--- config.mk ---
export PLATFORM = sky130hd
export DESIGN_NAME = sm_share_top
export DESIGN_NICKNAME = d
export VERILOG_FILES = /design/src/source/sc_pkg.sv /design/src/source/shared_access_to_one_current_state_machine.sv /design/src/source/checksum_engine.sv /design/src/source/sm_share_regs.sv /design/src/source/sm_share_top.sv
export SDC_FILE = /design/constraint.sdc
export NUM_CORES = 1
export LEC_CHECK = 0
export BUFFER_PORTS_ARGS = -buffer_cell sky130_fd_sc_hd__buf_2
export CORE_MARGIN = 2
export CORE_UTILIZATION = 57
export DETAILED_ROUTE_END_ITERATION = 8
export MAX_ROUTING_LAYER = met4
export PLACE_DENSITY = 0.95
export SLEW_MARGIN = 20
export SYNTH_ARGS = -nofsm -noshare
export SYNTH_HDL_FRONTEND = slang
export SYNTH_SLANG_ARGS = --single-unit
--- constraint.sdc ---
create_clock -name sm_clk -period 2.8 [get_ports sm_clk]
set_input_delay 0.42 -clock sm_clk [delete_from_list [all_inputs] [get_ports sm_clk]]
set_output_delay 0.42 -clock sm_clk [all_outputs]
set_load 0.05 [all_outputs]
--- src/source/sc_pkg.sv ---
package sc_pkg;

  // datapath widths
  localparam int arg_w = 32;
  localparam int data_w = 8;
  localparam int cnt_w = 16;

  // apb slave
  localparam int apb_addr_w = 4;
  localparam int apb_data_w = 32;

  localparam logic [apb_addr_w-1:0] addr_ctrl = apb_addr_w'(0);
  localparam logic [apb_addr_w-1:0] addr_cnt_a = apb_addr_w'(4);
  localparam logic [apb_addr_w-1:0] addr_cnt_b = apb_addr_w'(8);
  localparam logic [apb_addr_w-1:0] addr_status = apb_addr_w'(12);

  // arbitration mode bit
  localparam logic mode_fixed = 1'b0;
  localparam logic mode_rr = 1'b1;

  // owner encoding, also used on grant_owner
  localparam logic owner_a = 1'b0;
  localparam logic owner_b = 1'b1;

  // checksum engine, one byte per cycle
  localparam int engine_cycles = 4;
  localparam int engine_cnt_w = $clog2(engine_cycles) + 1;

  // arbiter fsm encoding
  localparam int state_w = 2;
  localparam logic [state_w-1:0] st_idle = 2'd0;
  localparam logic [state_w-1:0] st_run = 2'd1;
  localparam logic [state_w-1:0] st_done = 2'd2;

endpackage

--- src/source/shared_access_to_one_current_state_machine.sv ---
`timescale 1ns/10ps

module shared_access_to_one_current_state_machine (
  input  logic                      sm_clk,
  input  logic                      rst,
  input  logic                      enable,
  input  logic                      mode,
  input  logic                      start_request_a,
  input  logic                      start_request_b,
  input  logic [sc_pkg::arg_w-1:0]  input_arguments_a,
  input  logic [sc_pkg::arg_w-1:0]  input_arguments_b,
  input  logic                      target_current_state_machine_finished,
  input  logic [sc_pkg::data_w-1:0] in_received_data,
  output logic [sc_pkg::arg_w-1:0]  output_arguments,
  output logic                      start_target_current_state_machine,
  output logic                      finish_a,
  output logic                      finish_b,
  output logic                      reset_start_request_a,
  output logic                      reset_start_request_b,
  output logic [sc_pkg::data_w-1:0] received_data_a,
  output logic [sc_pkg::data_w-1:0] received_data_b,
  output logic                      grant_pulse,
  output logic                      grant_owner,
  output logic                      busy,
  output logic                      last_owner
);

  import sc_pkg::*;

  logic [state_w-1:0] state;
  logic               owner; // current or most recent owner
  logic               req_any;
  logic               winner;
  logic               grant;

  assign req_any = start_request_a || start_request_b;

  // pick the client to serve when both may be pending
  always_comb begin
    if (start_request_a && start_request_b) begin
      if (mode == mode_fixed) begin
        winner = owner_a;
      end else begin
        winner = (owner == owner_a) ? owner_b : owner_a; // the one not served last
      end
    end else if (start_request_a) begin
      winner = owner_a;
    end else begin
      winner = owner_b;
    end
  end

  assign grant = (state == st_idle) && enable && req_any;

  always_ff @(posedge sm_clk) begin
    if (rst) begin
      state <= st_idle;
      start_target_current_state_machine <= 1'b0;
      owner <= owner_b; // so round robin favours a first
    end else begin
      start_target_current_state_machine <= 1'b0;
      case (state)
        st_idle: begin
          if (grant) begin
            state <= st_run;
            start_target_current_state_machine <= 1'b1;
            owner <= winner;
          end
        end
        st_run: begin
          if (target_current_state_machine_finished) begin
            state <= st_done;
          end
        end
        st_done: begin
          state <= st_idle; // finish pulse lasts one cycle
        end
        default: begin
          state <= st_idle;
        end
      endcase
    end
  end

  // argument stays put for the whole job
  always_ff @(posedge sm_clk) begin
    if (grant) begin
      output_arguments <= (winner == owner_a) ? input_arguments_a : input_arguments_b;
    end
  end

  // result held until that client's next completion
  always_ff @(posedge sm_clk) begin
    if ((state == st_run) && target_current_state_machine_finished) begin
      if (owner == owner_a) begin
        received_data_a <= in_received_data;
      end else begin
        received_data_b <= in_received_data;
      end
    end
  end

  assign finish_a = (state == st_done) && (owner == owner_a);
  assign finish_b = (state == st_done) && (owner == owner_b);
  assign reset_start_request_a = finish_a; // clears the client request
  assign reset_start_request_b = finish_b;

  assign grant_pulse = start_target_current_state_machine;
  assign grant_owner = owner;
  assign busy = (state != st_idle);
  assign last_owner = owner;

  a_start_single: assert property (
    @(posedge sm_clk) disable iff (rst)
    start_target_current_state_machine |=> !start_target_current_state_machine
  ) else $error("start held for more than one cycle");

  a_finish_onehot: assert property (
    @(posedge sm_clk) disable iff (rst)
    !(finish_a && finish_b)
  ) else $error("both clients finished together");

  // engine must only complete a job we started
  a_no_finish_idle: assert property (
    @(posedge sm_clk) disable iff (rst)
    target_current_state_machine_finished |-> (state != st_idle)
  ) else $error("engine finished while arbiter idle");

endmodule

--- src/source/checksum_engine.sv ---
`timescale 1ns/10ps

module checksum_engine (
  input  logic                      sm_clk,
  input  logic                      rst,
  input  logic                      start,
  input  logic [sc_pkg::arg_w-1:0]  arguments,
  output logic                      finished,
  output logic [sc_pkg::data_w-1:0] result
);

  import sc_pkg::*;

  logic                    running;
  logic [engine_cnt_w-1:0] byte_cnt; // bytes already summed
  logic [arg_w-1:0]        shift_q;
  logic [data_w-1:0]       acc;

  // control, finished lands engine_cycles after start
  always_ff @(posedge sm_clk) begin
    if (rst) begin
      running <= 1'b0;
      byte_cnt <= '0;
      finished <= 1'b0;
    end else begin
      finished <= 1'b0;
      if (start) begin
        running <= 1'b1;
        byte_cnt <= engine_cnt_w'(1); // byte 0 taken on the start edge
      end else if (running) begin
        byte_cnt <= byte_cnt + 1'b1;
        if (byte_cnt == engine_cnt_w'(engine_cycles - 1)) begin
          running <= 1'b0;
          finished <= 1'b1;
        end
      end
    end
  end

  // datapath, lowest byte first
  always_ff @(posedge sm_clk) begin
    if (start) begin
      acc <= arguments[data_w-1:0];
      shift_q <= arguments >> data_w;
    end else if (running) begin
      acc <= acc + shift_q[data_w-1:0]; // wraps mod 256
      shift_q <= shift_q >> data_w;
    end
  end

  assign result = acc;

  // the arbiter has to wait for finished before the next job
  a_start_when_free: assert property (
    @(posedge sm_clk) disable iff (rst)
    start |-> !running
  ) else $error("start while engine busy");

endmodule

--- src/source/sm_share_regs.sv ---
`timescale 1ns/10ps

module sm_share_regs (
  input  logic                          sm_clk,
  input  logic                          rst,
  input  logic                          psel,
  input  logic                          penable,
  input  logic                          pwrite,
  input  logic [sc_pkg::apb_addr_w-1:0] paddr,
  input  logic [sc_pkg::apb_data_w-1:0] pwdata,
  input  logic                          grant_pulse,
  input  logic                          grant_owner,
  input  logic                          busy,
  input  logic                          last_owner,
  output logic [sc_pkg::apb_data_w-1:0] prdata,
  output logic                          pready,
  output logic                          pslverr,
  output logic                          enable,
  output logic                          mode
);

  import sc_pkg::*;

  logic             wr_en;
  logic             inc_a;
  logic             inc_b;
  logic [cnt_w-1:0] cnt_a;
  logic [cnt_w-1:0] cnt_b;

  // clear beats increment, counter sticks at max
  function automatic logic [cnt_w-1:0] next_cnt(
    input logic [cnt_w-1:0] cur,
    input logic             clr,
    input logic             inc
  );
    logic [cnt_w-1:0] nxt;
    nxt = cur;
    if (clr) begin
      nxt = '0;
    end else if (inc && (cur != '1)) begin
      nxt = cur + 1'b1;
    end
    return nxt;
  endfunction

  assign wr_en = psel && penable && pwrite; // no wait states
  assign inc_a = grant_pulse && (grant_owner == owner_a);
  assign inc_b = grant_pulse && (grant_owner == owner_b);

  always_ff @(posedge sm_clk) begin
    if (rst) begin
      enable <= 1'b1;
      mode <= mode_fixed;
    end else if (wr_en && (paddr == addr_ctrl)) begin
      enable <= pwdata[0];
      mode <= pwdata[1];
    end
  end

  always_ff @(posedge sm_clk) begin
    if (rst) begin
      cnt_a <= '0;
      cnt_b <= '0;
    end else begin
      cnt_a <= next_cnt(cnt_a, wr_en && (paddr == addr_cnt_a), inc_a);
      cnt_b <= next_cnt(cnt_b, wr_en && (paddr == addr_cnt_b), inc_b);
    end
  end

  // read mux
  always_comb begin
    case (paddr)
      addr_ctrl: begin
        prdata = {{(apb_data_w - 2){1'b0}}, mode, enable};
      end
      addr_cnt_a: begin
        prdata = {{(apb_data_w - cnt_w){1'b0}}, cnt_a};
      end
      addr_cnt_b: begin
        prdata = {{(apb_data_w - cnt_w){1'b0}}, cnt_b};
      end
      addr_status: begin
        prdata = {{(apb_data_w - 2){1'b0}}, last_owner, busy};
      end
      default: begin
        prdata = '0; // unmapped
      end
    endcase
  end

  assign pready = 1'b1;
  assign pslverr = 1'b0;

  a_penable_psel: assert property (
    @(posedge sm_clk) disable iff (rst)
    penable |-> psel
  ) else $error("penable without psel");

endmodule

--- src/source/sm_share_top.sv ---
`timescale 1ns/10ps

module sm_share_top (
  input  logic                          sm_clk,
  input  logic                          rst,
  input  logic                          psel,
  input  logic                          penable,
  input  logic                          pwrite,
  input  logic [sc_pkg::apb_addr_w-1:0] paddr,
  input  logic [sc_pkg::apb_data_w-1:0] pwdata,
  output logic [sc_pkg::apb_data_w-1:0] prdata,
  output logic                          pready,
  output logic                          pslverr,
  input  logic                          start_request_a,
  input  logic [sc_pkg::arg_w-1:0]      input_arguments_a,
  output logic                          finish_a,
  output logic                          reset_start_request_a,
  output logic [sc_pkg::data_w-1:0]     received_data_a,
  input  logic                          start_request_b,
  input  logic [sc_pkg::arg_w-1:0]      input_arguments_b,
  output logic                          finish_b,
  output logic                          reset_start_request_b,
  output logic [sc_pkg::data_w-1:0]     received_data_b
);

  import sc_pkg::*;

  logic              enable;
  logic              mode;
  logic              grant_pulse;
  logic              grant_owner;
  logic              busy;
  logic              last_owner;
  logic              eng_start;
  logic              eng_finished;
  logic [arg_w-1:0]  eng_args;
  logic [data_w-1:0] eng_result;

  sm_share_regs regs0 (
    .sm_clk      (sm_clk),
    .rst         (rst),
    .psel        (psel),
    .penable     (penable),
    .pwrite      (pwrite),
    .paddr       (paddr),
    .pwdata      (pwdata),
    .grant_pulse (grant_pulse),
    .grant_owner (grant_owner),
    .busy        (busy),
    .last_owner  (last_owner),
    .prdata      (prdata),
    .pready      (pready),
    .pslverr     (pslverr),
    .enable      (enable),
    .mode        (mode)
  );

  shared_access_to_one_current_state_machine arb0 (
    .sm_clk                                (sm_clk),
    .rst                                   (rst),
    .enable                                (enable),
    .mode                                  (mode),
    .start_request_a                       (start_request_a),
    .start_request_b                       (start_request_b),
    .input_arguments_a                     (input_arguments_a),
    .input_arguments_b                     (input_arguments_b),
    .target_current_state_machine_finished (eng_finished),
    .in_received_data                      (eng_result),
    .output_arguments                      (eng_args),
    .start_target_current_state_machine    (eng_start),
    .finish_a                              (finish_a),
    .finish_b                              (finish_b),
    .reset_start_request_a                 (reset_start_request_a),
    .reset_start_request_b                 (reset_start_request_b),
    .received_data_a                       (received_data_a),
    .received_data_b                       (received_data_b),
    .grant_pulse                           (grant_pulse),
    .grant_owner                           (grant_owner),
    .busy                                  (busy),
    .last_owner                            (last_owner)
  );

  checksum_engine eng0 (
    .sm_clk    (sm_clk),
    .rst       (rst),
    .start     (eng_start),
    .arguments (eng_args),
    .finished  (eng_finished),
    .result    (eng_result)
  );

endmodule

==> flow_summary.json, run 1 <==
{
  "outcome": "finished, final reports clean",
  "drc_errors": 0,
  "setup_viol_count_final": 0,
  "clock_skew_ns": 0.00877,
  "ant_nets": 0,
  "dpl_cell_area_um2": 6540,
  "design_area_um2": 7080,
  "hpwl_um": 8660,
  "grt_setup_unrepaired": "no",
  "avgSynthCellArea_um2": 12.1,
  "use_met3": 0.0632,
  "cellLeakagePower_nw": 2.78,
  "vias": 4265,
  "area_growth_pct": 19.2,
  "synth_top_area_frac": 0.404,
  "totalPowerFinal_mw": 4.91,
  "synth_compound_area_frac": 0.0689,
  "r2r-end": "eng0.result[7]",
  "clkSinkCount": 123,
  "syn_area_um2": 5940,
  "synth_largest_area_cell": "edfxtp_1",
  "yosys.area_share.adder": 0.0265,
  "min_path_cells": 3,
  "required_ns": 2.38,
  "rows": 37,
  "synthXorXnorAreaFrac": 0.0486,
  "critPathMaxFanout": 12,
  "ys.flop_type": "edfxtp_1",
  "yosys.area_share.simple": 0.147,
  "final_nets": 721,
  "clock_latency_ns": 0.53,
  "hold_class": "primary input to flop",
  "grt_use_met2": 0.420,
  "end_kind": "output pin",
  "worstPathCellList": "inv_1 > nor3b_1 > buf_2",
  "synth_edf_count": 80,
  "ys_ff_latch": 123,
  "crit_type": "flop to output pin",
  "grt_pass1_wl_um": 21000,
  "clock.fmax_ghz": 0.407,
  "synthArstFlopShare": 0,
  "reg2reg_depth": 6,
  "cap_violations": 0,
  "ir_drop_mv": 0.524,
  "die_x_um": 106,
  "cts_buffers": 17,
  "worst_slew_pin_slew_ns": 0.780,
  "p_per_area_nw_per_um2": 693,
  "fin_util": 0.692,
  "slowest_delay_ns": 0.65,
  "nFillCells": 662,
  "core_um2": 10200,
  "post-route-period-util": 0.876,
  "reg2reg_from": "eng0.result[2]",
  "grt_busiest_layer": "met2",
  "holdWs_ns": 0.121,
  "min_period_ns": 2.45,
  "cpMaxStageDelayCell": "dfxtp_1",
  "synth.area.mux_share": 0.110,
  "synth_common_cells": "edfxtp_1, nor2_1, mux2_2",
  "layout-drive-gt1-share": 0.351,
  "ctsHoldBuffers": 0,
  "num_io_pins": 161,
  "synth.distinct_cells": 58,
  "die_area_um2": 11300,
  "antenna_found_initial": 0,
  "ff2ff_setup_slack_ns": 0.52,
  "grt_overflow_total": 0,
  "cts_setup_buffers": 0,
  "clk_pin_slew_worst_paths_ns": 0.06,
  "cts_tree": "done",
  "avgRoutedWirePerCell_um": 17.4,
  "netlist_instances": 490,
  "hp-start": "pwdata[0]",
  "drt_iter0_markers": 401,
  "initial_core_util": 0.581,
  "cts_buffer_depth": 2,
  "synth_top_family_by_area": "simple AND/OR/NAND/NOR gates",
  "met1_usage": 0.280,
  "dr.pass1.iters": 7,
  "synth.most_common_cell": "edfxtp_1",
  "synth-seq-area-share": 0.549,
  "tns_ns": 0,
  "htreeDepth": 4,
  "clockRootBuffer": "clkbuf_8",
  "yosysWarnings": 0,
  "arrival_ns": 2.03,
  "drt-total-wl_um": 13100,
  "post_cts_resized": 0,
  "die_h_um": 106,
  "relSlewSlack": 0.480,
  "hold-path-endpoint": "regs0.enable",
  "final_hold_viol_count": 0,
  "grt_use_total": 0.251,
  "synth_area_leaders": "edfxtp_1, dfxtp_1, mux2_2, nor2_1, xnor2_1",
  "port_buffers": 112,
  "grt_max_degree": 46,
  "n_antenna_cell": 0,
  "routabilityCongestion": 0.962,
  "critPathLaunchType": "flop",
  "vias_per_cell": 5.69,
  "grt_pass1_vias": 4315,
  "maxSlewViolCount": 0
}
## worst max-delay path, delay by kind of cell, from the launching register on
family                 cells  cell delay [ns]
DFF                        1             0.65
buffers and inverters      2             0.49
and+or+nand+nor            1             0.37
## per-layer routing
| layer | up-vias | share of wire |
|---|---|---|
| li1 | 1963 | - |
| met1 | 2033 | 0.39 |
| met2 | 225 | 0.51 |
| met4 | 0 | 0.035 |
| met3 | 44 | 0.067 |
| met5 | - | 0 |
## state kept, by name, summed over array words and instances (netlist names)
signal,count
arb0.output_arguments,32
eng0.shift_q,24
regs0.cnt_a,16
regs0.cnt_b,16
arb0.received_data_a,8
arb0.received_data_b,8
eng0.result,8
eng0.byte_cnt,3
arb0.state,2
arb0.grant_owner,1
arb0.grant_pulse,1
eng0.finished,1
eng0.running,1
regs0.enable,1
regs0.mode,1
## how the worst max path moves through the flow
stage | from | to | slack [ns]
finish | arb0.grant_owner | reset_start_request_b | 0.35
global route | arb0.grant_owner | reset_start_request_b | 0.32
CTS | arb0.grant_owner | reset_start_request_b | 0.39
detailed placement | eng0.result[1] | eng0.result[7] | 0.70
global placement | eng0.result[2] | eng0.result[7] | 0.77
floorplan | arb0.grant_owner | reset_start_request_b | 0.27
## cell families (layout without fill, tap and decap cells)
family,after synthesis,after routing
simple gates,151,151
flops,123,123
compound gates,59,59
mux,58,58
buf+inv,52,159
xor+xnor,33,33
fa+ha+maj,12,12
other cells,2,18
## where the power goes
group | switching, mW | internal, mW | total, mW
clock | 0.779 | 1.24 | 2.02
sequential | 0.0826 | 2.15 | 2.23
combinational | 0.387 | 0.273 | 0.660
## metrics by stage
stage,worst slack [ns],cells
5_1_grt,0.317,749
3_5_place_dp,0.697,719
3_3_place_gp,0.773,719
4_1_cts,0.389,749
2_1_floorplan,0.268,506
6_report,0.346,749
## cell usage in the layout (no fill, tap or decap), drive strengths merged, types with 8 or more instances in the layout
| cell type | n |
|---|---|
| buf | 117 |
| edfxtp | 80 |
| nor2 | 64 |
| mux2 | 50 |
| dfxtp | 43 |
| nand2 | 23 |
| xnor2 | 21 |
| conb | 18 |
| clkbuf | 17 |
| a22oi | 14 |
| inv | 13 |
| a21oi | 12 |
| xor2 | 12 |
| ha | 11 |
| nand4 | 11 |
| and2 | 9 |
| o21ai | 8 |
| nor3 | 8 |
## final cells by class
cell class	count	area, um^2	share of cell area
clock buffer	17	414	0.0585
clock inverter	13	129	0.0182
inverter	12	45.0	0.00636
multi-input combinational	331	2460	0.348
sequential	123	3260	0.461
tap	136	170	0.0240
timing repair buffer	117	598	0.0844
No activity file was read; power rests on OpenSTA's default activity.
==> run 2: changes to the inputs <==
--- a/config.mk
+++ b/config.mk
@@ -11,7 +11,8 @@
 export DETAILED_ROUTE_END_ITERATION = 8
 export MAX_ROUTING_LAYER = met4
 export PLACE_DENSITY = 0.95
-export SLEW_MARGIN = 20
+export REMOVE_ABC_BUFFERS = 1
+export SLEW_MARGIN = 25
 export SYNTH_ARGS = -nofsm -noshare
 export SYNTH_HDL_FRONTEND = slang
 export SYNTH_SLANG_ARGS = --single-unit
==> flow_summary.json, run 2 (synthesis gave the netlist of run 1 again) <==
{
  "avgRoutedWirePerCell_um": 16.1,
  "top_layer_used": "met4",
  "reg_top3": "arb0.output_arguments: 32 flops, eng0.shift_q: 24 flops",
  "clock_latency_ns": 0.52,
  "nFillCells": 700,
  "place_inst": 719,
  "cellLeakagePower_nw": 2.79,
  "vias_per_cell": 5.49,
  "clkSinkCount": 123,
  "arrival_ns": 1.85,
  "r2r-end": "eng0.result[6]",
  "clk_pin_slew_worst_paths_ns": 0.06,
  "fin_cells": 751,
  "hold-path-endpoint": "regs0.enable",
  "outcome": "finished, final reports clean",
  "design_area_um2": 7070,
  "hpwl_um": 8420,
  "cts_buffers": 17,
  "area_growth_pct": 19.0,
  "die_h_um": 106,
  "final_nets": 721,
  "drt-total-wl_um": 12100,
  "rows": 37,
  "die_x_um": 106,
  "grt_pass1_wl_um": 19500,
  "reg2reg_from": "eng0.result[0]",
  "grt_overflow_total": 0,
  "ff2ff_setup_slack_ns": 0.58,
  "critPathMaxFanout": 12,
  "m1WireLength_um": 4930,
  "totalPowerFinal_mw": 4.85,
  "clock.fmax_ghz": 0.440,
  "top_register": "arb0.output_arguments",
  "grt_pass1_vias": 4021,
  "grt_setup_unrepaired": "no",
  "post_cts_resized": 0,
  "clock_skew_ns": 0.00635,
  "hold_class": "primary input to flop",
  "initial_core_util": 0.581,
  "grt_use_total": 0.230,
  "worst_slack_ns": 0.526,
  "layout-drive-gt1-share": 0.356,
  "vias": 4122,
  "ant_nets": 0,
  "final_hold_viol_count": 0,
  "final_cell_mix": "buf_2, edfxtp_1, nor2_1, mux2_2, dfxtp_1",
  "drc_errors": 0,
  "num_io_pins": 161,
  "relSlewSlack": 0.483,
  "dpl_cell_area_um2": 6530,
  "required_ns": 2.38,
  "preCtsSetupSlack_ns": 0.703,
  "end_kind": "output pin",
  "tns_ns": 0,
  "p_per_area_nw_per_um2": 686,
  "cts_tree": "done",
  "dr.pass1.iters": 5,
  "met2_length_um": 6230,
  "core_um2": 10200,
  "worst-path-buf-inv": 2,
  "htreeDepth": 4,
  "antenna_found_initial": 0,
  "die_area_um2": 11300,
  "routabilityCongestion": 0.888,
  "critPathLaunchType": "flop",
  "min_period_ns": 2.27,
  "wl_met3_um": 670,
  "crit_family": "flip-flops",
  "cpMaxStageDelayCell": "dfxtp_1",
  "regArea_um2": 3260,
  "post-route-period-util": 0.812,
  "port_buffers": 112,
  "final_common_cell": "buf_2",
  "clockRootBuffer": "clkbuf_8",
  "min_path_cells": 3,
  "setup_viol_count_final": 0,
  "maxSlewViolCount": 0,
  "n_antenna_cell": 0,
  "worstPathCellList": "inv_1 > nor3b_1 > buf_2",
  "ir_drop_mv": 0.557,
  "largest_register_ffs": 32,
  "cap_violations": 0,
  "slowest_delay_ns": 0.57,
  "drt_iter0_markers": 302,
  "grt_max_degree": 34,
  "cts_buffer_depth": 2,
  "worst_slew_pin_slew_ns": 0.773,
  "crit_type": "flop to output pin",
  "hp-start": "pwdata[0]",
  "startpoint": "arb0.grant_owner",
  "ctsHoldBuffers": 0,
  "reg2reg_depth": 7,
  "multi_input_area_um2": 2450,
  "cts_setup_buffers": 0
}
## run 2: cell count changes in the layout (fill, tap and decap cells not counted), sizes merged
cell / change
bufinv: -1
clkinvlp: -1
inv: +2
clkinv: +1
clkbuf: +1
## run 2: how the worst max path moves through the flow
stage,to,slack [ns],cells after the start
floorplan,finish_b,-0.39,2
global placement,eng0.result[7],0.75,6
detailed placement,eng0.result[7],0.70,6
CTS,reset_start_request_b,0.50,3
global route,eng0.result[6],0.45,8
finish,reset_start_request_b,0.53,3
## run 2: through the flow
step | util | hold slack (ns)
finish | 0.691 | 0.126
global route | 0.691 | 0.121
CTS | 0.691 | 0.114
detailed placement | 0.638 | 0.477
global placement | 0.638 | 0.470
floorplan | - | 0.452
## run 2: per-layer routing
layer | GRT usage | vias up
li1 | - | 1973
met5 | - | -
met1 | 0.276 | 1958
met3 | 0.0540 | 26
met2 | 0.379 | 165
met4 | 0.0874 | 0
## run 2: worst min-delay path: stages
cell and delay [ns]:
buf_2 0.07, mux2i_1 0.05, nand2b_1 0.06
## run 2: final cells by class
type	count	area share
Clock buffer	18	0.0591
Timing Repair Buffer	117	0.0846
Inverter	12	0.00637
Clock inverter	14	0.0172
Multi-Input combinational cell	331	0.347
Sequential cell	123	0.462
Tap cell	136	0.0241
## run 2: where the power goes
group          internal [mW]  switching [mW]  leakage (nW)  total, mW
clock network           1.18           0.799         0.261       1.97
logic                  0.271           0.372          1.41      0.643
registers               2.15          0.0885          1.12       2.23
